`src/design/mem_pkg.sv`:
```
`default_nettype none

package mem_pkg;

    // Source of the value written back to the register file
    typedef enum logic [2:0] {
        result_alu       = 3'b000,
        result_mem       = 3'b001,
        result_pc_target = 3'b010,
        result_pc_plus4  = 3'b011,
        result_imm_ext   = 3'b100
    } result_src_e;

    // Access width, bit 2 selects zero extension
    typedef enum logic [2:0] {
        width_32  = 3'b000,
        width_8s  = 3'b001,
        width_16s = 3'b010,
        width_8u  = 3'b101,
        width_16u = 3'b110
    } width_src_e;

    // Bundle handed over by the execute stage
    typedef struct packed {
        logic [31:0] alu_result;
        logic [31:0] write_data;
        logic [31:0] pc_target;
        logic [31:0] pc_plus4;
        logic [31:0] imm_ext;
        logic [4:0]  rd;
        width_src_e  width_src;
        result_src_e result_src;
        logic        mem_write;
        logic        reg_write;
    } ex_mem_t;

    // Bundle carried into writeback
    typedef struct packed {
        logic [31:0] reduced_data;
        logic [31:0] forward_data;
        logic [4:0]  rd;
        result_src_e result_src;
        logic        reg_write;
    } mem_wb_t;

    // One memory word, seen as byte lanes or as halfwords
    typedef union packed {
        logic [3:0][7:0]  lanes;
        logic [1:0][15:0] halves;
    } mem_word_u;

endpackage

`default_nettype wire

```
`src/design/store_align.sv`:
```
`timescale 1ns/1ns
`default_nettype none

module store_align import mem_pkg::*; (
    input  logic [31:0] write_data_i,
    input  width_src_e  width_src_i,
    input  logic [1:0]  byte_off_i,
    input  logic        mem_write_i,
    output logic [3:0]  byte_en_o,
    output mem_word_u   lane_data_o
);

    logic [3:0] lane_mask;

    always_comb begin
        case (width_src_i)
            width_8s, width_8u: begin
                // Low byte copied into every lane
                for (int i = 0; i < 4; i++) begin
                    lane_data_o.lanes[i] = write_data_i[7:0];
                end
                lane_mask = 4'b0001 << byte_off_i;
            end
            width_16s, width_16u: begin
                // Low halfword copied into both halves
                for (int i = 0; i < 4; i++) begin
                    lane_data_o.lanes[i] = write_data_i[8*(i%2) +: 8];
                end
                lane_mask = byte_off_i[1] ? 4'b1100 : 4'b0011;
            end
            default: begin
                lane_data_o = write_data_i;
                lane_mask   = 4'b1111;
            end
        endcase
    end

    // No lanes enabled unless this is a store
    assign byte_en_o = mem_write_i ? lane_mask : 4'b0000;

endmodule

`default_nettype wire

```
`config.mk`:
```
export PLATFORM = sky130hd
export DESIGN_NAME = store_align
export DESIGN_NICKNAME = d
export VERILOG_FILES = /design/src/design/mem_pkg.sv /design/src/design/store_align.sv
export SDC_FILE = /design/constraint.sdc
export NUM_CORES = 1
export LEC_CHECK = 0
export BUFFER_PORTS_ARGS = -buffer_cell sky130_fd_sc_hd__buf_2
export CAP_MARGIN = 20
export CELL_PAD_IN_SITES_DETAIL_PLACEMENT = 1
export CELL_PAD_IN_SITES_GLOBAL_PLACEMENT = 1
export CORE_UTILIZATION = 17
export DETAILED_ROUTE_END_ITERATION = 16
export PLACE_DENSITY_LB_ADDON = 0.1
export SYNTH_ARGS = -nofsm -noshare
export SYNTH_HDL_FRONTEND = slang
export SYNTH_SLANG_ARGS = --single-unit
```
`constraint.sdc`:
```
create_clock -name vclk -period 1
set_input_delay 0 -clock vclk [all_inputs]
set_output_delay 0 -clock vclk [all_outputs]
set_load 0.01 [all_outputs]
```
==> results.py <==
metrics = {
    "outcome": {
        "outcome": "complete, no violations",
    },
    "global_routing": {
        "grt_use_met2_pct": 23.4,
        "grt_pass1_vias": 780,
        "grt_use_total_pct": 12.5,
        "grt.busiest_layer": "met2",
        "grt_max_degree": 21,
        "antenna_found_initial": 0,
        "grt_first_pass_wirelength_um": 3530,
        "met3_usage_pct": 0.659,
        "grt_util_met1_pct": 16.7,
        "grt_overflow": 0,
    },
    "detailed_routing": {
        "vias": 874,
        "wirelength_um": 2360,
        "drt-initial-drc-count": 38,
        "viasPerCell": 4.37,
        "drt_pre_antenna_iters": 4,
        "remaining_drc_errors": 0,
        "ant_nets": 0,
        "post_drt_wl_per_cell_um": 11.8,
    },
    "cells_and_area": {
        "fin_util_pct": 32.4,
        "clkbuf_count": 0,
        "num_antenna_cells": 0,
        "final_common_cell": "buf_2",
        "fin_area_um2": 990,
        "layout-drive-gt1-share_pct": 58.3,
        "nets": 199,
        "syn2layout_area_growth_pct": 79.8,
        "fill_cells": 440,
        "multiInputGateArea_um2": 455,
        "final_cell_mix": "buf_2, o21ai_1, nand2_1, a22o_1, a22oi_1",
        "seq_cells": 0,
        "seq_area_um2": 0,
    },
    "sta": {
        "setup_viol": 0,
        "min_period_ns": 0.991,
        "max_freq_ghz": 1.01,
        "rsz0062_at_grt": "yes",
        "tightest_slew_ns": 0.231,
        "fin_crit_sh_pct": 99.1,
        "slew_violations": 0,
        "fin_tns_setup_ns": 0,
        "slew_headroom_pct": 84.6,
        "finalHoldViolCount": 0,
    },
    "pwr": {
        "cellPowerDensity_nw_per_um2": 613,
        "power_mw": 0.606,
        "peakVddDrop_mv": 0.190,
        "power_leakage_nw": 0.539,
    },
    "worst_hold_path": {
        "hp-class": "in -> out",
    },
    "synth": {
        "netlist.area_leader.share_pct": 16.4,
        "synth_nets": 132,
        "ys_seq_area_share_pct": 0,
        "syn_area_um2": 551,
        "avgSynthCellArea_um2": 6.05,
        "netlist_instances": 91,
        "synth_top_area_cell": "o21ai_1",
        "synth.distinct_cells": 17,
        "ys.warnings.count": 0,
        "synth_area_leaders": "o21ai_1, a22o_1, a22oi_1, buf_4, nand2_1",
    },
    "floorplan": {
        "start_util_pct": 18.0,
        "ios": 74,
        "core_region_area_um2": 3050,
        "die_width_um": 58.9,
        "die_h_um": 58.9,
        "fp.dieArea_um2": 3470,
        "std_cell_rows": 20,
    },
    "placement": {
        "place.port_buffers": 73,
        "place_congestion": 0.620,
        "dpl.hpwl_um": 1850,
        "dpl_cell_area_um2": 922,
    },
    "clocking": {
        "post_cts_buffers": 0,
    },
    "worst_setup_path": {
        "crit_fanout": 8,
        "crit_path_end_kind": "primary output",
        "worstPathRequired_ns": 1.00,
        "criticalPathCategory": "in -> out",
        "start_kind": "primary input",
        "crit_arrival_ns": 0.99,
    },
    "flow_run": {
        "maxCapViolCount": 0,
    },
}
-- what timing repair did --
action,in CTS,in global routing
gates resized for setup,9,9
gates cloned,0,1
endpoints found under the setup margin,12,27
hold endpoints to repair,0,0
pin swaps,5,5
hold buffers,0,0
-- cell usage after synthesis (all sizes together) --
cell type and instances:
o21ai 25, a21oi 1, nand2 16, ha 3, nor2b 2, a22oi 8
nor3 1, inv 3, a22o 8, buf 18, nand2b 1, nor2 2
a211oi 2, or2 1
-- path summary, 6_finish.rpt --
kind	startpoint	end	slack, ns	cells after the start
max	width_src_i[1]	lane_data_o[10]	0.009	5
min	write_data_i[6]	lane_data_o[6]	0.23	2
-- power by group --
group          internal, mW  leakage, nW  switching [mW]
clock network             0            0               0
registers                 0            0               0
logic                 0.290        0.539           0.316
total                 0.290        0.539           0.316
-- critical path: stages --
cell and delay (ns):
buf_6 0.10, ha_4 0.26, or2_4 0.28, a22o_1 0.20, buf_2 0.13
-- metal layers --
layer  up-vias  wire [µm]  part of all wire [%]
li1        449          -                     -
met1       384       1050                    45
met2        41       1130                    48
met3         0        178                   7.6
met4         0          0                     0
met5         -          0                     0
-- final cells by class --
cell class         instances  area share, %
multi-input cells         70           46.0
inverters                  3           1.39
repair buffers            83           47.0
well taps                 44           5.56
-- logic make-up after synthesis --
family                     synth area share (%)
AOI/OAI and AO/OA                          50.0
adders and majority gates                  6.82
buffers and inverters                      25.5
and+or+nand+nor                            17.7
-- per-stage QoR --
| stage | setup slack [ns] | instances | hold slack [ns] |
|---|---|---|---|
| 2_1_floorplan | 0.0532 | 91 | 0.0918 |
| 3_3_place_gp | -0.355 | 199 | 0.230 |
| 3_5_place_dp | -0.355 | 199 | 0.231 |
| 4_1_cts | -0.0181 | 199 | 0.231 |
| 5_1_grt | -0.0196 | 200 | 0.250 |
| 6_report | 0.00948 | 200 | 0.229 |
Power figures use the tool's default switching activity.
