File: config.mk
export PLATFORM = sky130hd
export DESIGN_NAME = memory_stage
export DESIGN_NICKNAME = d
export VERILOG_FILES = /design/src/design/mem_pkg.sv /design/src/design/load_reduce.sv /design/src/design/memory_stage.sv
export SDC_FILE = /design/constraint.sdc
export NUM_CORES = 1
export LEC_CHECK = 0
export BUFFER_PORTS_ARGS = -buffer_cell sky130_fd_sc_hd__buf_4
export CAP_MARGIN = 20
export CORE_AREA = 2 2 190 192
export DETAILED_ROUTE_END_ITERATION = 8
export DIE_AREA = 0 0 192 194
export PLACE_DENSITY = 0.49
export SETUP_SLACK_MARGIN = 0.02
export SYNTH_ARGS = -nofsm -noshare
export SYNTH_HDL_FRONTEND = slang
export SYNTH_SLANG_ARGS = --single-unit
File: constraint.sdc
create_clock -name clk_i -period 4.6 [get_ports clk_i]
set_input_delay 1.38 -clock clk_i [delete_from_list [all_inputs] [get_ports clk_i]]
set_output_delay 1.38 -clock clk_i [all_outputs]
set_load 0.02 [all_outputs]
File: src/design/mem_pkg.sv
`default_nettype none

package mem_pkg;

    // Source of the value written back to the register file
    typedef enum logic [2:0] {
        result_alu       = 3'b000,
        result_mem       = 3'b001,
        result_pc_target = 3'b010,
        result_pc_plus4  = 3'b011,
        result_imm_ext   = 3'b100
    } result_src_e;

    // Access width, bit 2 selects zero extension
    typedef enum logic [2:0] {
        width_32  = 3'b000,
        width_8s  = 3'b001,
        width_16s = 3'b010,
        width_8u  = 3'b101,
        width_16u = 3'b110
    } width_src_e;

    // Bundle handed over by the execute stage
    typedef struct packed {
        logic [31:0] alu_result;
        logic [31:0] write_data;
        logic [31:0] pc_target;
        logic [31:0] pc_plus4;
        logic [31:0] imm_ext;
        logic [4:0]  rd;
        width_src_e  width_src;
        result_src_e result_src;
        logic        mem_write;
        logic        reg_write;
    } ex_mem_t;

    // Bundle carried into writeback
    typedef struct packed {
        logic [31:0] reduced_data;
        logic [31:0] forward_data;
        logic [4:0]  rd;
        result_src_e result_src;
        logic        reg_write;
    } mem_wb_t;

    // One memory word, seen as byte lanes or as halfwords
    typedef union packed {
        logic [3:0][7:0]  lanes;
        logic [1:0][15:0] halves;
    } mem_word_u;

endpackage

`default_nettype wire

File: src/design/load_reduce.sv
`timescale 1ns/1ns
`default_nettype none

module load_reduce import mem_pkg::*; (
    input  mem_word_u   word_i,
    input  width_src_e  width_src_i,
    input  logic [1:0]  byte_off_i,
    output logic [31:0] result_o
);

    logic [7:0]  sel_byte;
    logic [15:0] sel_half;

    // Byte picked by the full offset
    assign sel_byte = word_i.lanes[byte_off_i];

    // Halfword picked by offset bit 1, accesses are aligned
    assign sel_half = word_i.halves[byte_off_i[1]];

    always_comb begin
        case (width_src_i)
            width_8s: begin
                result_o = {{24{sel_byte[7]}}, sel_byte};
            end
            width_8u: begin
                result_o = {24'b0, sel_byte};
            end
            width_16s: begin
                result_o = {{16{sel_half[15]}}, sel_half};
            end
            width_16u: begin
                result_o = {16'b0, sel_half};
            end
            // Full word and unknown encodings pass through
            default: begin
                result_o = word_i;
            end
        endcase
    end

endmodule

`default_nettype wire

File: src/design/memory_stage.sv
`timescale 1ns/1ns
`default_nettype none

module memory_stage import mem_pkg::*; (
    input  logic        clk_i,
    input  logic        reset_i,
    input  logic        stall_m_i,

    // Bundle from execute
    input  ex_mem_t     ex_i,

    // Word read from the data memory
    input  mem_word_u   read_word_i,

    output ex_mem_t     mem_o,
    output logic [31:0] forward_data_m_o,
    output mem_wb_t     wb_o
);

    ex_mem_t     mem_q;
    logic [31:0] reduced_data;

    // Execute-to-memory register, held while stalled
    always_ff @(posedge clk_i) begin
        if (reset_i) begin
            mem_q <= '0;
        end else if (!stall_m_i) begin
            mem_q <= ex_i;
        end
    end

    assign mem_o = mem_q;

    // Value offered to the forwarding logic
    always_comb begin
        case (mem_q.result_src)
            result_alu:       forward_data_m_o = mem_q.alu_result;
            result_pc_target: forward_data_m_o = mem_q.pc_target;
            result_pc_plus4:  forward_data_m_o = mem_q.pc_plus4;
            result_imm_ext:   forward_data_m_o = mem_q.imm_ext;
            // Load data is not ready for forwarding here
            default:          forward_data_m_o = '0;
        endcase
    end

    // Narrow the loaded word to the access width
    load_reduce load_reduce_inst (
        .word_i      (read_word_i),
        .width_src_i (mem_q.width_src),
        .byte_off_i  (mem_q.alu_result[1:0]),
        .result_o    (reduced_data)
    );

    // Pack what writeback needs
    assign wb_o = '{
        reduced_data: reduced_data,
        forward_data: forward_data_m_o,
        rd:           mem_q.rd,
        result_src:   mem_q.result_src,
        reg_write:    mem_q.reg_write
    };

endmodule

`default_nettype wire

==> results of run 1 <==
power by group through the flow:
stage	Clock (mW)	Sequential (mW)	Combinational, mW
after floorplan	0	1.79	0.471
after global placement	0	1.70	1.04
after detailed placement	0	1.70	1.04
after CTS	1.51	1.67	1.04
after global routing	1.57	1.68	1.10
final	1.45	1.67	1.03
synth_stat cells (2+ instances only):
cell	number	area [um^2]
nand2_2	5	31.28
o2bb2ai_1	8	70.07
mux2i_1	205	2052
buf_6	4	45.04
ha_1	2	25.02
clkbuf_1	34	127.6
dfxtp_1	173	3463
a32oi_1	8	70.07
and2_1	2	12.51
buf_4	43	322.8
nand2_1	59	221.5
o21ai_0	32	160.2
buf_2	27	135.1
inv_1	4	15.01
mux2_2	8	90.09
a21oi_1	48	240.2
nor2_1	206	773.2
nor2b_1	9	56.30
per-layer routing:
metal	wire [um]	global-route usage, %	vias to the layer above
met3	2952	5.900	35
met5	0	0	-
met4	605	5.541	0
li1	-	-	3758
met1	12440	18.27	3585
met2	15320	27.77	343
cell families after synthesis:
| family | count (synthesis) | share of synthesized area, % |
|---|---|---|
| fa+ha+maj | 2 | 0.3134 |
| compound gates | 100 | 7.179 |
| flops | 173 | 43.39 |
| buf+inv | 113 | 8.135 |
| simple gates | 284 | 13.97 |
| mux | 214 | 27.02 |
through the flow:
step	worst slack [ps]	cell area [um^2]	utilization, %
4_1_cts	492.6	12310	34.96
5_1_grt	381.2	12320	34.96
3_5_place_dp	494.5	11740	33.34
2_1_floorplan	926.9	7983	-
6_report	486.0	12320	34.96
3_3_place_gp	548.8	11740	33.34
layout make-up:
cell class,count,area (um^2)
clock buffer,24,491.7
sequential,173,3470
antenna,1,2.502
timing repair buffer,499,3804
tap,461,576.8
clock inverter,7,77.57
inverter,4,15.01
multi-input combinational,600,3879
fill,3695,22910
worst max-delay path: cells and delay by family:
family / cells / cell delay (ps)
AOI/OAI and AO/OA: 2 / 620
buffers and inverters: 2 / 300
muxes: 1 / 290
and+or+nand+nor: 1 / 120
how the worst max path moves through the flow:
stage               end  slack, ps
6_report       wb_o[63]        490
5_1_grt        wb_o[63]        380
4_1_cts        wb_o[63]        490
3_5_place_dp   wb_o[63]        490
3_3_place_gp   wb_o[65]        550
2_1_floorplan  wb_o[58]        930
==> reports/results.ini, run 1 <==
[final_layout]
drive_gt1_share_pct=41.85
fin_nets=1505
syn_to_final_growth_pct=54.28
layout_commonest_cell=buf_4
layout_common_cells=buf_4, mux2i_1, nor2_1
largest_reg_flops=173
instances_no_fill=1769

[detailed_routing]
drtAntennaViolNets=0
drtIter0Drc=173
routed_wl_mm=31.33
route.detailed.drc=0
dr.pass1.iters=4
wl_per_cell_um=17.71
num_vias=7721
viasPerCell=4.365

[timing]
report.final.setup_viol=0
whs_ps=500.3
fin_crit_ps=4114
setup-tns-final_ps=0
finalHoldViolCount=0
tightest_slew_ps=662.0
fin_crit_sh_pct=89.43
slew_headroom_pct=55.86
max_freq_mhz=243.1
drv_slew=0
rsz0062_at_grt=no
fin_skew_ps=0

[die]
io_pins=486
core-area_um2=35220
row_count=69
die_area_um2=37250
start_util_pct=22.66
die_w_um=192
die_y_um=194

[synthesis]
synth-edff-count=0
synth_ff_type=dfxtp_1
ys_seq_area_share_pct=43.39
syn_nets=1096
syn_area_um2=7983
ys_seq_elements=173
yosysWarnings=0
syn_inst=886
syn_avg_cell_area_um2=9.010
synthArstFlopShare_pct=0
synth_cell_types=27

[setup_path]
ff2ff_setup_slack_ps=3290
worst_path_max_delay_cell=a211o_1
critPathMaxFanout=16
critical_path.cell_chain=buf_4, mux2_2, o21ai_0, a211o_1, nand2_1, buf_4
critPathLaunchType=input pin
crit_top_cell=buf_4
crit-reg2reg-launch=mem_o[4]
critPathArrivalTime_ps=2730
setup.worst_path.end_class=output port
required_ps=3220
r2r-end=mem_o[4]
crit_type=input pin to output port
critPathLaunch=read_word_i[31]
worstRegToRegCells=3
slowest_delay_ps=540

[pwr]
p_sw_share_pct=30.80
p_seq_share_pct=40.1
clkPwrFrac_pct=35.0
leakage_nw=6.140
p_sw_mw=1.278
internal_power_mw=2.872
peakVddDrop_v=0.0002578
power_mw=4.150
powerDensity_nw_per_um2=337.0
p_comb_share_pct=24.8

[worst_hold_path]
min-delay-start=mem_o[139]
hold_end=mem_o[139]
hold_class=flop to flop
whs_path_depth=2

[run]
cap_violations=0

[global_routing]
grt_first_pass_wirelength_mm=45.53
grt_use_total_pct=16.14
overflow=0
grt_pass1_vias=7557
antenna_found_initial=1
grt_max_degree=65

[clocking]
cts_hold_buffers=0
clk_pin_slew_ps=70
root_buffer=clkbuf_16
post-cts-setup-buffers=0
cts.path.max_buffers=2
cts_tree=done
clk_latency_ps=440
ctsResizeCount=0
cts.sinks=173
htree_levels=4
numCtsBuffers=17

[placement]
port_buffers=485
dp.cells=1737
gp_congestion=0.7760
hpwlAfterDp_mm=22.70

[outcome]
outcome=complete, no violations

Note: power is estimated with default switching activity, not from simulation.
==> run 2: changes to the inputs <==
--- a/config.mk
+++ b/config.mk
@@ -5,6 +5,7 @@
 export SDC_FILE = /design/constraint.sdc
 export NUM_CORES = 1
 export LEC_CHECK = 0
+export ABC_CLOCK_PERIOD_IN_PS = 4000
 export BUFFER_PORTS_ARGS = -buffer_cell sky130_fd_sc_hd__buf_4
 export CAP_MARGIN = 20
 export CORE_AREA = 2 2 190 192
==> constraint.sdc (replaced) <==
create_clock -name clk_i -period 4 [get_ports clk_i]
set_input_delay 1.2 -clock clk_i [delete_from_list [all_inputs] [get_ports clk_i]]
set_output_delay 1.2 -clock clk_i [all_outputs]
set_load 0.02 [all_outputs]
==> run 2 against run 1 <==
Net effect: clock skew is the same; design area grew 0.49%; critical endpoint is now forward_data_m_o[26]; critical path depth shrank 1.
==> reports/results.ini, run 2 (synthesis results as in run 1) <==
[outcome]
outcome=complete, no violations  ; unchanged

[setup_path]
ff2ff_setup_slack_ps=2910  ; was 3290 ps
slowest_delay_ps=550  ; was 540 ps
cp_num_buf_inv=2  ; unchanged
critPathMaxFanout=17  ; was 16
critPathLaunchType=flop  ; was input pin
required_ps=2800  ; was 3220 ps
crit-reg2reg-launch=mem_o[142]  ; was mem_o[4]
critical_path.cell_chain=and2_2, buf_4, a21oi_1, o21ai_0, buf_4  ; was buf_4, mux2_2, o21ai_0, a211o_1, nand2_1, buf_4
crit_top_cell=buf_4  ; unchanged
endpoint=forward_data_m_o[26]  ; was wb_o[63]
worstRegToRegCells=3  ; unchanged
critPathArrivalTime_ps=2410  ; was 2730 ps
setup.worst_path.end_class=output port  ; unchanged
crit_cells=5  ; was 6
crit_type=flop to output port  ; was input pin to output port
cp_top_family=flip-flops  ; was compound AO/OA/AOI/OAI gates
worst_path_max_delay_cell=dfxtp_4  ; was a211o_1
r2r-end=mem_o[142]  ; was mem_o[4]
critPathLaunch=mem_o[3]  ; was read_word_i[31]

[final_layout]
antenna_cells=0  ; was 1
fill_cells=3708  ; was 3,695
multi_input_area_um2=3879  ; unchanged
fin_nets=1506  ; was 1,505
post-route-util_pct=35.13  ; was 34.96%
drive_gt1_share_pct=42.17  ; was 41.85%
syn_to_final_growth_pct=55.03  ; was 54.28%
layout_commonest_cell=buf_4  ; unchanged
regArea_um2=3470  ; unchanged
layout_common_cells=buf_4, mux2i_1, nor2_1  ; unchanged
largest_reg_flops=173  ; unchanged

[run]
cap_violations=0  ; unchanged

[timing]
fin_crit_sh_pct=90.36
max_freq_mhz=276.7
report.final.setup_viol=0  ; unchanged
slew_headroom_pct=26.17  ; was 55.86%
fin_skew_ps=0  ; unchanged
drv_slew=0  ; unchanged
tightest_slew_ps=1105  ; was 662.0 ps
rsz0062_at_grt=no  ; unchanged
setup-tns-final_ps=0  ; unchanged
finalHoldViolCount=0  ; unchanged
fin_crit_ps=3615
final.setup.worst_slack_ps=385.5  ; was 486.0 ps

[global_routing]
grt_max_degree=73  ; was 65
antenna_found_initial=0  ; was 1
grt_pass1_vias=7518  ; was 7,557
grt_first_pass_wirelength_mm=45.72  ; was 45.53 mm
overflow=0  ; unchanged
grt_use_total_pct=16.13  ; was 16.14%

[placement]
port_buffers=485  ; unchanged
gp_congestion=0.7772  ; was 0.7760
hpwlAfterDp_mm=22.62  ; was 22.70 mm
post-place-ws_ps=432.2  ; was 494.5 ps

[detailed_routing]
drtAntennaViolNets=0  ; unchanged
route.detailed.drc=0  ; unchanged
viasPerCell=4.304  ; was 4.365
num_vias=7618  ; was 7,721
wl_per_cell_um=17.43  ; was 17.71 um
drtIter0Drc=253  ; was 173
dr.pass1.iters=4  ; unchanged
routed_wl_mm=30.85  ; was 31.33 mm

[clocking]
clk_latency_ps=430  ; was 440 ps
cts.sinks=173  ; unchanged
ctsResizeCount=0  ; unchanged
root_buffer=clkbuf_16  ; unchanged
cts_tree=done  ; unchanged
htree_levels=4  ; unchanged
numCtsBuffers=17  ; unchanged
cts.path.max_buffers=2  ; unchanged
clk_pin_slew_ps=70  ; about the same
post-cts-setup-buffers=0  ; unchanged
cts_hold_buffers=0  ; unchanged

[pwr]
leakage_nw=6.176  ; was 6.140 nW
power_mw=4.867  ; was 4.150 mW
peakVddDrop_v=0.0002861  ; was 0.0002578 V
powerDensity_nw_per_um2=393.3  ; was 337.0 nW/um^2

[die]
core-area_um2=35220  ; unchanged
die_w_um=192  ; unchanged
die_area_um2=37250  ; unchanged
io_pins=486  ; unchanged
die_y_um=194  ; unchanged
start_util_pct=22.66  ; unchanged
row_count=69  ; unchanged

[worst_hold_path]
whs_path_depth=2  ; unchanged
hold_class=flop to flop  ; unchanged

==> run 2: final cells by class <==
| class | instances | area share, % |
|---|---|---|
| Sequential cell | 173 | 28.04 |
| Clock inverter | 13 | 1.193 |
| Multi-Input combinational cell | 600 | 31.34 |
| Clock buffer | 19 | 3.751 |
| Tap cell | 461 | 4.661 |
| Inverter | 4 | 0.1213 |
| Timing Repair Buffer | 500 | 30.90 |
==> run 2: power by group <==
| group | internal, mW | switching [mW] |
|---|---|---|
| Sequential | 1.83 | 0.0872 |
| Clock | 0.988 | 0.784 |
| Combinational | 0.549 | 0.632 |
==> run 2: routing by layer <==
metal | up-vias | wire length [um] | global-route usage [%]
li1 | 3757 | - | -
met1 | 3515 | 12640 | 18.53
met2 | 321 | 15220 | 28.32
met3 | 25 | 2604 | 5.557
met4 | 0 | 393 | 4.213
met5 | - | 0 | 0
==> run 2: tightest hold or removal path, delay by kind of cell (launching register included) <==
family           cells  cell delay (ps)
muxes                1               70
DFF                  1              340
and+or+nand+nor      1               70
==> run 2: worst min-delay path by stage <==
stage | startpoint | end | slack (ps)
after global placement | mem_o[126] | mem_o[126] | 480
final | mem_o[131] | mem_o[131] | 510
after floorplan | mem_o[109] | mem_o[109] | 590
after CTS | mem_o[130] | mem_o[130] | 510
after global routing | mem_o[120] | mem_o[120] | 530
after detailed placement | mem_o[116] | mem_o[116] | 490
==> run 2: through the flow <==
step                      instances  area (um^2)  hold WS, ps
after floorplan                 886         7983        590.2
after global placement         1738        11760        475.2
after detailed placement       1738        11760        488.4
after CTS                      1770        12380        508.8
after global routing           1770        12380        532.9
final                          1770        12380        505.7
