`src/design/mem_pkg.sv`:
```
`default_nettype none

package mem_pkg;

    // Source of the value written back to the register file
    typedef enum logic [2:0] {
        result_alu       = 3'b000,
        result_mem       = 3'b001,
        result_pc_target = 3'b010,
        result_pc_plus4  = 3'b011,
        result_imm_ext   = 3'b100
    } result_src_e;

    // Access width, bit 2 selects zero extension
    typedef enum logic [2:0] {
        width_32  = 3'b000,
        width_8s  = 3'b001,
        width_16s = 3'b010,
        width_8u  = 3'b101,
        width_16u = 3'b110
    } width_src_e;

    // Bundle handed over by the execute stage
    typedef struct packed {
        logic [31:0] alu_result;
        logic [31:0] write_data;
        logic [31:0] pc_target;
        logic [31:0] pc_plus4;
        logic [31:0] imm_ext;
        logic [4:0]  rd;
        width_src_e  width_src;
        result_src_e result_src;
        logic        mem_write;
        logic        reg_write;
    } ex_mem_t;

    // Bundle carried into writeback
    typedef struct packed {
        logic [31:0] reduced_data;
        logic [31:0] forward_data;
        logic [4:0]  rd;
        result_src_e result_src;
        logic        reg_write;
    } mem_wb_t;

    // One memory word, seen as byte lanes or as halfwords
    typedef union packed {
        logic [3:0][7:0]  lanes;
        logic [1:0][15:0] halves;
    } mem_word_u;

endpackage

`default_nettype wire

```
`src/design/writeback_stage.sv`:
```
`timescale 1ns/1ns
`default_nettype none

module writeback_stage import mem_pkg::*; (
    input  logic        clk_i,
    input  logic        reset_i,
    input  logic        stall_m_i,

    // Bundle from the memory stage
    input  mem_wb_t     wb_i,

    // Register file write port
    output logic [31:0] result_w_o,
    output logic [4:0]  rd_w_o,
    output logic        reg_write_w_o
);

    mem_wb_t wb_q;

    // Memory-to-writeback register, same enable as the memory stage
    always_ff @(posedge clk_i) begin
        if (reset_i) begin
            wb_q <= '0;
        end else if (!stall_m_i) begin
            wb_q <= wb_i;
        end
    end

    // Loads take the reduced word, all else the forwarded value
    always_comb begin
        if (wb_q.result_src == result_mem) begin
            result_w_o = wb_q.reduced_data;
        end else begin
            result_w_o = wb_q.forward_data;
        end
    end

    assign rd_w_o        = wb_q.rd;
    assign reg_write_w_o = wb_q.reg_write;

endmodule

`default_nettype wire

```
`config.mk`:
```
export PLATFORM = sky130hd
export DESIGN_NAME = writeback_stage
export DESIGN_NICKNAME = d
export VERILOG_FILES = /design/src/design/mem_pkg.sv /design/src/design/writeback_stage.sv
export SDC_FILE = /design/constraint.sdc
export NUM_CORES = 1
export LEC_CHECK = 0
export BUFFER_PORTS_ARGS = -buffer_cell sky130_fd_sc_hd__clkbuf_2
export CAP_MARGIN = 20
export CORE_UTILIZATION = 45
export DETAILED_ROUTE_END_ITERATION = 8
export GPL_TIMING_DRIVEN = 0
export HOLD_SLACK_MARGIN = 0.15
export PLACE_DENSITY = 0.76
export SLEW_MARGIN = 30
export SYNTH_ARGS = -nofsm -noshare
export SYNTH_HDL_FRONTEND = slang
export SYNTH_SLANG_ARGS = --single-unit
```
`constraint.sdc`:
```
create_clock -name clk_i -period 1.7 [get_ports clk_i]
set_clock_uncertainty 0.15 [all_clocks]
set_input_delay 0.085 -clock clk_i [delete_from_list [all_inputs] [get_ports clk_i]]
set_output_delay 0.085 -clock clk_i [all_outputs]
set_load 0.01 [all_outputs]
```
==> summary.md, run 1 <==
| Metric | Value |
|---|---|
| Outcome | complete, but fails checks |
| Failing checks | negative setup slack |
| Total iterations of the first detailed-routing run | 5 |
| Vias in the first global route | ~2900 |
| DP Area | around 3700 µm² |
| Post-synthesis register bit count | between 70 and 80 |
| Post-DP HPWL | approximately 4700 µm |
| R2R Setup Slk | about 320 ps |
| Setup WS post-layout | -213 ps |
| Min-Delay Endpoint | wb_q[1] |
| FILL cells | roughly 400 |
| Slowest cell on crit path | dfxtp_2 |
| CTS max path bufs | 2 |
| Final Hold Fails | 0 |
| GRT Residual Overflow | 0 |
| Setup CP Type | flop to output pin |
| Wire per inst | about 16 µm |
| Syn-to-layout area delta | 67.0% |
| H-Tree Depth | 3 |
| Max Transition Viols Final | 0 |
| CP startpoint | wb_q[3] |
| Die height | approximately 84 µm |
| IO buf count | about 110 |
| Worst slew margin | 0.679 |
| Worst-case hold slack | approximately 210 ps |
| FF/Latch Area | around 1500 µm² |
| Max Fclk | 0.523 GHz |
| Final period utilization | 1.13 |
| Ports | between 100 and 150 |
| Initial DRC count | 80 |
| Vias | between 2000 and 3000 |
| DP Worst Slack | between 50 and 60 ps |
| Most frequent cells in the layout | 83 x clkbuf_2, 77 x dlygate4sd3_1, 73 x mux2i_1, 73 x nor2_1, 70 x dfxtp_1 |
| Seq/Total Area, Yosys | 0.486 |
| Die area | around 7000 µm² |
| Lkg Pwr | around 0.0025 µW |
| Post-synthesis cell count | about 280 |
| DRT antenna net count | 0 |
| Worst setup EP type | output pin |
| Final Cell Area | between 5000 and 6000 µm² |
| Tightest Pin Transition | between 400 and 500 ps |
| Clk pin slew, worst setup/hold paths | around 70 ps |
| Die Width | between 80 and 90 µm |
| Starting density of the core | 0.470 |
| Share of cells above drive strength 1 | 0.374 |
| CTS tree | yes |
| Peak VDD IR | around 0.63 mV |
| Max Cap Viol | 0 |
| Synth warn | 0 |
| Global-route wire length before repair | approximately 14000 µm |
| Worst r2r dst | wb_q[3] |
| Hold wc startpoint | stall_m_i |
| Setup repair after global routing missed its margin | yes |
| Final Core Density | 0.785 |
| Hold Crit Class | primary input to flop |
| Final nets | between 500 and 600 |
| Most frequent CP cell | buf_6 |
| Final min period | ~1900 ps |
| Clk Latency, worst-skew pair | 350 ps |
| Rows | 29 |
| Post-Syn Area | 3000 µm² |
| Vias per cell | 4.93 |
| RR Startpoint | wb_q[3] |
| Cell Chain, Critical Path | nor3b_4, buf_6, buf_8, mux2_4, buf_6 |
| CP Launch Type | flop |
| Setup Viol. Count Final | 32 |
| Clock Tree Root | clkbuf_8 |
| Gpl congestion | between 0.8 and 0.9 |
| Residual DRC | 0 |
| Syn_nets | 352 |
| Hold path cells | 4 |
| Ant diodes | 0 |
| CTS sink count | 73 |
| Required time worst endpoint | 1460 ps |
| Worst R2R Path Depth | 3 |
| Maximum fanout along the worst path | 5 |
| Synth Area per Inst | 10.9 µm² |
| Largest net degree at the start of global routing | 12 |
| WP data arrival | ~1700 ps |
| Most common cell after layout, fill and taps aside | clkbuf_2 |
| Multi-input gate area | 1500 µm² |
| CP max stage delay | around 330 ps |
| PwrDens | just under 800 nW/µm² |
| Initial antenna violation count | 0 |
| GRT Overall Usage | 0.261 |
| WL final | between 9000 and 10000 µm |
| CTS buffer count | 9 |
| Core area | about 6400 µm² |
| Distinct cells, synth | 10 |
==> state kept, by name, indices dropped and copies added, names as in the netlist <==
signal,count
reg_write_w_o,1
rd_w_o,5
wb_q,67
==> synthesized netlist by cell type <==
master    instances  area [µm²]
dfxtp_1          73        1460
mux2_1            2        22.5
nor3b_4           1        18.8
mux2i_1          73         731
nor2_1           73         274
buf_4            12        90.1
buf_6             3        33.8
clkbuf_1          8        30.0
buf_2             1        5.00
mux2_2           30         338
==> worst max-delay path by stage <==
stage	slack, ps	end	depth (start not counted)
3_3_place_gp	50	result_w_o[26]	4
5_1_grt	-290	result_w_o[25]	5
2_1_floorplan	300	result_w_o[1]	3
4_1_cts	-200	result_w_o[26]	5
3_5_place_dp	60	result_w_o[14]	4
6_report	-210	result_w_o[25]	5
==> worst max-delay path: cells and delay by family (launching register included) <==
kind,cells,cell delay (ps)
DFF,1,330
muxes,1,310
buffers and inverters,3,440
and+or+nand+nor,1,230
==> per-layer routing <==
metal | global-route usage | share of wire | up-vias
li1 | - | - | 1337
met1 | 0.266 | 0.38 | 1285
met2 | 0.472 | 0.53 | 114
met3 | 0.0801 | 0.054 | 38
met4 | 0.143 | 0.039 | 0
met5 | 0 | 0 | -
==> metrics by stage <==
stage / power, µW / cells / setup TNS [ps]
3_3_place_gp: 2420 / 464 / 0
6_report: 3960 / 563 / -6080
4_1_cts: 3880 / 563 / -5810
2_1_floorplan: 2230 / 276 / 0
3_5_place_dp: 2430 / 464 / 0
5_1_grt: 4130 / 563 / -8410
==> layout make-up <==
cell class / instances / share of cell area
Buffer: 24 / 0.0339
Clock buffer: 14 / 0.0324
Clock inverter: 2 / 0.00249
Multi-Input combinational cell: 179 / 0.300
Sequential cell: 73 / 0.292
Tap cell: 77 / 0.0192
Timing Repair Buffer: 194 / 0.320
==> power breakdown <==
group | internal, µW | switching [µW]
Sequential | 1810 | 59.6
Clock | 610 | 634
Combinational | 516 | 328
==> cells by family after synthesis <==
group | count (synthesis) | share of synthesized area
AND/OR/NAND/NOR | 74 | 0.0975
multiplexers | 105 | 0.363
buffers and inverters | 24 | 0.0529
flip-flops | 73 | 0.486
==> what timing repair did <==
action | in CTS | in global routing
endpoints found under the setup margin | 32 | 32
pin swaps | 1 | 1
hold buffers | 77 | 0
endpoints found under the hold margin | 73 | 0
resized for setup | 44 | 58
gates cloned | 3 | 0
setup buffers | 3 | 0
No activity file was read; power rests on OpenSTA's default activity.
==> run 2, diff against run 1 <==
Settings changed: ABC_AREA set to 1, SETUP_SLACK_MARGIN set to 0.3.
==> summary.md, run 2 <==
| Metric | Value |
|---|---|
| Post-Syn Area | 3140 µm² (+4.4%) |
| Rows | 30 (+3.4%) |
| Hold_buf cts | 131 (+70%) |
| Gpl congestion | 0.799 (-0.68%) |
| Tool error | [ERROR RSZ-0060] Max buffer count reached. |
| Post-synthesis cell count | 433 (+57%) |
| Synth Area per Inst | 7.24 µm² (-33%) |
| Ys async rst share | 0 (unchanged) |
| Post-CTS Resized | 26 (-41%) |
| Post-DP HPWL | 5760 µm (+21%) |
| Post-synth EDFFs | 0 (unchanged) |
| H-Tree Depth | 3 (unchanged) |
| Stop stage | clock tree synthesis |
| Clock Tree Root | clkbuf_8 |
| Die height | 85.5 µm (+2.1%) |
| Synth top area share | 0.466 (-0.0206) |
| Commonest cells in the netlist | 210 x nand2_1, 73 x dfxtp_1, 66 x a21oi_1 |
| Ports | 114 (unchanged) |
| Ys flop type | dfxtp_1 |
| Synth warn | 0 (unchanged) |
| Cell accounting for the most synthesized area | dfxtp_1 |
| CTS max path bufs | 2 (unchanged) |
| Post-CTS setup repair buffer count | 3 (unchanged) |
| Seq/Total Area, Yosys | 0.466 (-0.0206) |
| Most common cell in the netlist | nand2_1 |
| IO buf count | 112 (+0.90%) |
| Post-synthesis register bit count | 73 (unchanged) |
| Synth area leaders | dfxtp_1 47%, nand2_1 25%, a21oi_1 11% |
| Starting density of the core | 0.464 (-0.00616) |
| CTS sink count | 73 (unchanged) |
| CTS buffer count | 9 (unchanged) |
| Die Width | 85.5 µm (+2.1%) |
| Outcome | did not finish |
| Syn_nets | 509 (+45%) |
| Distinct cells, synth | 11 (+1) |
[run 2: cell types whose count changed after synthesis, sizes merged]
cell    delta
nand2    +210
a21oi     +73
mux2i     -73
nor2      -73
mux2      -32
nand4     +32
buf       +22
clkbuf     -5
inv        +3
nand3      +1
nor3b      -1
[run 2: cell families after synthesis]
kind of cell | Yosys count | share of synthesized area
and+or+nand+nor | 243 | 0.318
DFF | 73 | 0.466
AOI/OAI and AO/OA | 73 | 0.125
buffers and inverters | 44 | 0.0909
[run 2: through the flow]
step	utilization	worst slack, ps	std cells	cell area, µm²	hold slack, ps
floorplan	-	635	433	3140	76.1
global placement	0.562	381	625	3800	169
detailed placement	0.562	396	625	3800	172
==> run 3, diff against run 2 <==
Settings changed: CORE_UTILIZATION 45 to 30, HOLD_SLACK_MARGIN 0.15 to unset, PLACE_DENSITY 0.76 to unset, PLACE_DENSITY_LB_ADDON set to 0.15, SETUP_SLACK_MARGIN 0.3 to unset.
==> summary.md, run 3 <==
| Metric | Value |
|---|---|
| Outcome | complete, no violations |
| Share of cells above drive strength 1 | 0.276 |
| Max Cap Viol | 0 |
| PwrDens | between 800 and 900 nW/µm² |
| Worst R2R Path Depth | 3 |
| Sum Neg Setup Slack | 0 ps |
| CTS tree | yes |
| Final period utilization | 0.943 |
| Initial DRC count | 132 |
| Post-synthesis cell count | 433 (unchanged) |
| Maximum fanout along the worst path | 10 |
| Global-route wire length before repair | 16300 µm |
| Worst setup EP type | output pin |
| CTS buffer count | 9 (unchanged) |
| H-Tree Depth | 3 (unchanged) |
| Biggest register | wb_q |
| Peak VDD IR | approximately 0.49 mV |
| Total iterations of the first detailed-routing run | 5 |
| Required time worst endpoint | around 1500 ps |
| Die height | 104 µm (+22%) |
| Worst slew margin | 0.698 |
| Clk Latency, worst-skew pair | ~340 ps |
| CTS sink count | 73 (unchanged) |
| FILL cells | 1045 |
| Max Fclk | slightly above 0.6 GHz |
| Largest register FFs | 67 |
| Synth warn | 0 (unchanged) |
| RR Startpoint | wb_q[1] |
| Largest net degree at the start of global routing | 12 |
| Final Hold Fails | 0 |
| Residual DRC | 0 |
| Initial antenna violation count | 0 |
| Cell Chain, Critical Path | buf_6, buf_4, nand4_1, nand2_1, clkbuf_2 |
| Clk pin slew, worst setup/hold paths | 80 ps |
| Starting density of the core | 0.315 (-0.149) |
| Final min period | 1600 ps |
| Ys flop type | dfxtp_1 |
| Setup WS post-layout | 96.8 ps |
| Most common cell in the netlist | nand2_1 |
| Synth area leaders | dfxtp_1 47%, nand2_1 25%, a21oi_1 11% |
| GRT Overall Usage | 0.187 |
| Post-synthesis register bit count | 73 (unchanged) |
| Ports | 114 (unchanged) |
| Die Width | 104 µm (+22%) |
| Worst setup endpoint | result_w_o[10] |
| Rows | 36 (+20%) |
| Synth top area share | 0.466 (unchanged) |
| Distinct cells, synth | 11 (unchanged) |
| Most frequent cells in the layout | 210 x nand2_1, 112 x clkbuf_2, 77 x dlygate4sd3_1, 72 x dfxtp_1, 66 x a21oi_1 |
| DP Worst Slack | 334 ps (-61.8 ps) |
| GRT Residual Overflow | 0 |
| Max Transition Viols Final | 0 |
| Core area | 9950 µm² |
| Post-DP HPWL | 6310 µm (+9.4%) |
| Vias in the first global route | 3512 |
| Seq/Total Area, Yosys | 0.466 (unchanged) |
| R2R Setup Slk | about 840 ps |
| Post-CTS setup repair buffer count | 0 (-3) |
| Hold Crit Class | primary input to flop |
| Syn_nets | 509 (unchanged) |
| IO buf count | 112 (unchanged) |
| Final Core Density | 0.491 |
| Worst r2r dst | wb_q[1] |
| CTS max path bufs | 2 (unchanged) |
| Multi-input gate area | ~1400 µm² |
| CP Launch Type | flop |
| Commonest cells in the netlist | 210 x nand2_1, 73 x dfxtp_1, 66 x a21oi_1 |
| CP max stage delay | between 300 and 400 ps |
| FF/Latch Area | between 1000 and 1500 µm² |
| Cell family with the largest share of critical-path delay | buffers and inverters |
| Cell depth of the worst setup path | 5 |
| WP data arrival | around 1400 ps |
| Slowest cell on crit path | dfxtp_1 |
| Gpl congestion | 0.790 (-1.1%) |
| Ys async rst share | 0 (unchanged) |
| Buf/Inv on CP | 3 |
| Final nets | approximately 700 |
| Vias per cell | around 4.5 |
| Die area | about 11000 µm² |
| Wire per inst | between 10 and 15 µm |
| CP startpoint | wb_q[1] |
| Clock Tree Root | clkbuf_8 |
| WL final | 9830 µm |
| Ant diodes | 0 |
| Setup Viol. Count Final | 0 |
| Setup repair after global routing missed its margin | no |
| Vias | ~3500 |
| Synth Area per Inst | 7.24 µm² (unchanged) |
| Post-synth EDFFs | 0 (unchanged) |
| Final Cell Area | 4880 µm² |
| Post-Syn Area | 3140 µm² (unchanged) |
| Lkg Pwr | approximately 0.0023 µW |
| Syn-to-layout area delta | 55.7% |
| DRT antenna net count | 0 |
| DP Area | 3860 µm² (+1.7%) |
| Setup CP Type | flop to output pin |
| Most common cell after layout, fill and taps aside | nand2_1 |
| Tightest Pin Transition | about 450 ps |
| Cell accounting for the most synthesized area | dfxtp_1 |
==> run 3: what timing repair did <==
action	4_1_cts	5_1_grt
hold endpoints to repair	73	0
setup endpoints to repair	30	30
hold buffers	77	0
gates resized for setup	6	14
==> run 3: how the worst min path moves through the flow <==
stage	from	end	slack, ps	cells after the start
after floorplan	wb_i[0]	reg_write_w_o	80	2
after global placement	wb_i[33]	wb_q[33]	170	3
after detailed placement	wb_i[12]	wb_q[12]	170	3
after CTS	stall_m_i	wb_q[3]	1	4
after global routing	stall_m_i	reg_write_w_o	20	4
final	stall_m_i	wb_q[3]	10	4
==> run 3: cell families (layout without fill, tap and decap cells) <==
logic type	Yosys count	after routing	synth area share
flip-flops	73	73	0.466
AND/OR/NAND/NOR	243	243	0.318
buffers and inverters	44	248	0.0909
AO/OA/AOI/OAI	73	73	0.125
==> run 3: final cells by class <==
type / count / share of cell area
Buffer: 41 / 0.0643
Tap cell: 133 / 0.0341
Timing Repair Buffer: 189 / 0.273
Clock buffer: 12 / 0.0318
Clock inverter: 3 / 0.00820
Multi-Input combinational cell: 316 / 0.286
Sequential cell: 73 / 0.300
Inverter: 3 / 0.00333
==> run 3: routing by layer <==
| layer | track usage | up-vias | part of all wire |
|---|---|---|---|
| met1 | 0.234 | 1590 | 0.47 |
| met4 | 0.0459 | 0 | 0.0063 |
| met2 | 0.320 | 82 | 0.49 |
| met3 | 0.0476 | 6 | 0.042 |
| li1 | - | 1802 | - |
| met5 | 0 | - | 0 |
==> run 3: through the flow <==
step | hold WS [ps] | total power [µW] | std cells
finish | 11.8 | 3930 | 770
global route | 23.2 | 4130 | 770
CTS | 1.37 | 3960 | 770
detailed placement | 175 | 2440 | 678
global placement | 169 | 2430 | 678
floorplan | 76.1 | 2200 | 433
==> run 3: report_power, final <==
group          switching [µW]  internal (µW)  leakage [µW]  total, µW
Clock                     631            747      0.000102       1380
Sequential               47.1           1800      0.000602       1850
Combinational             344            357       0.00159        700
Total                    1020           2910       0.00229       3930
==> run 3: worst reg2reg max path, cell delays in order, from the launching register on <==
cell     delay (ps)
dfxtp_1         320
buf_6           140
nand2_1          70
a21oi_2         120
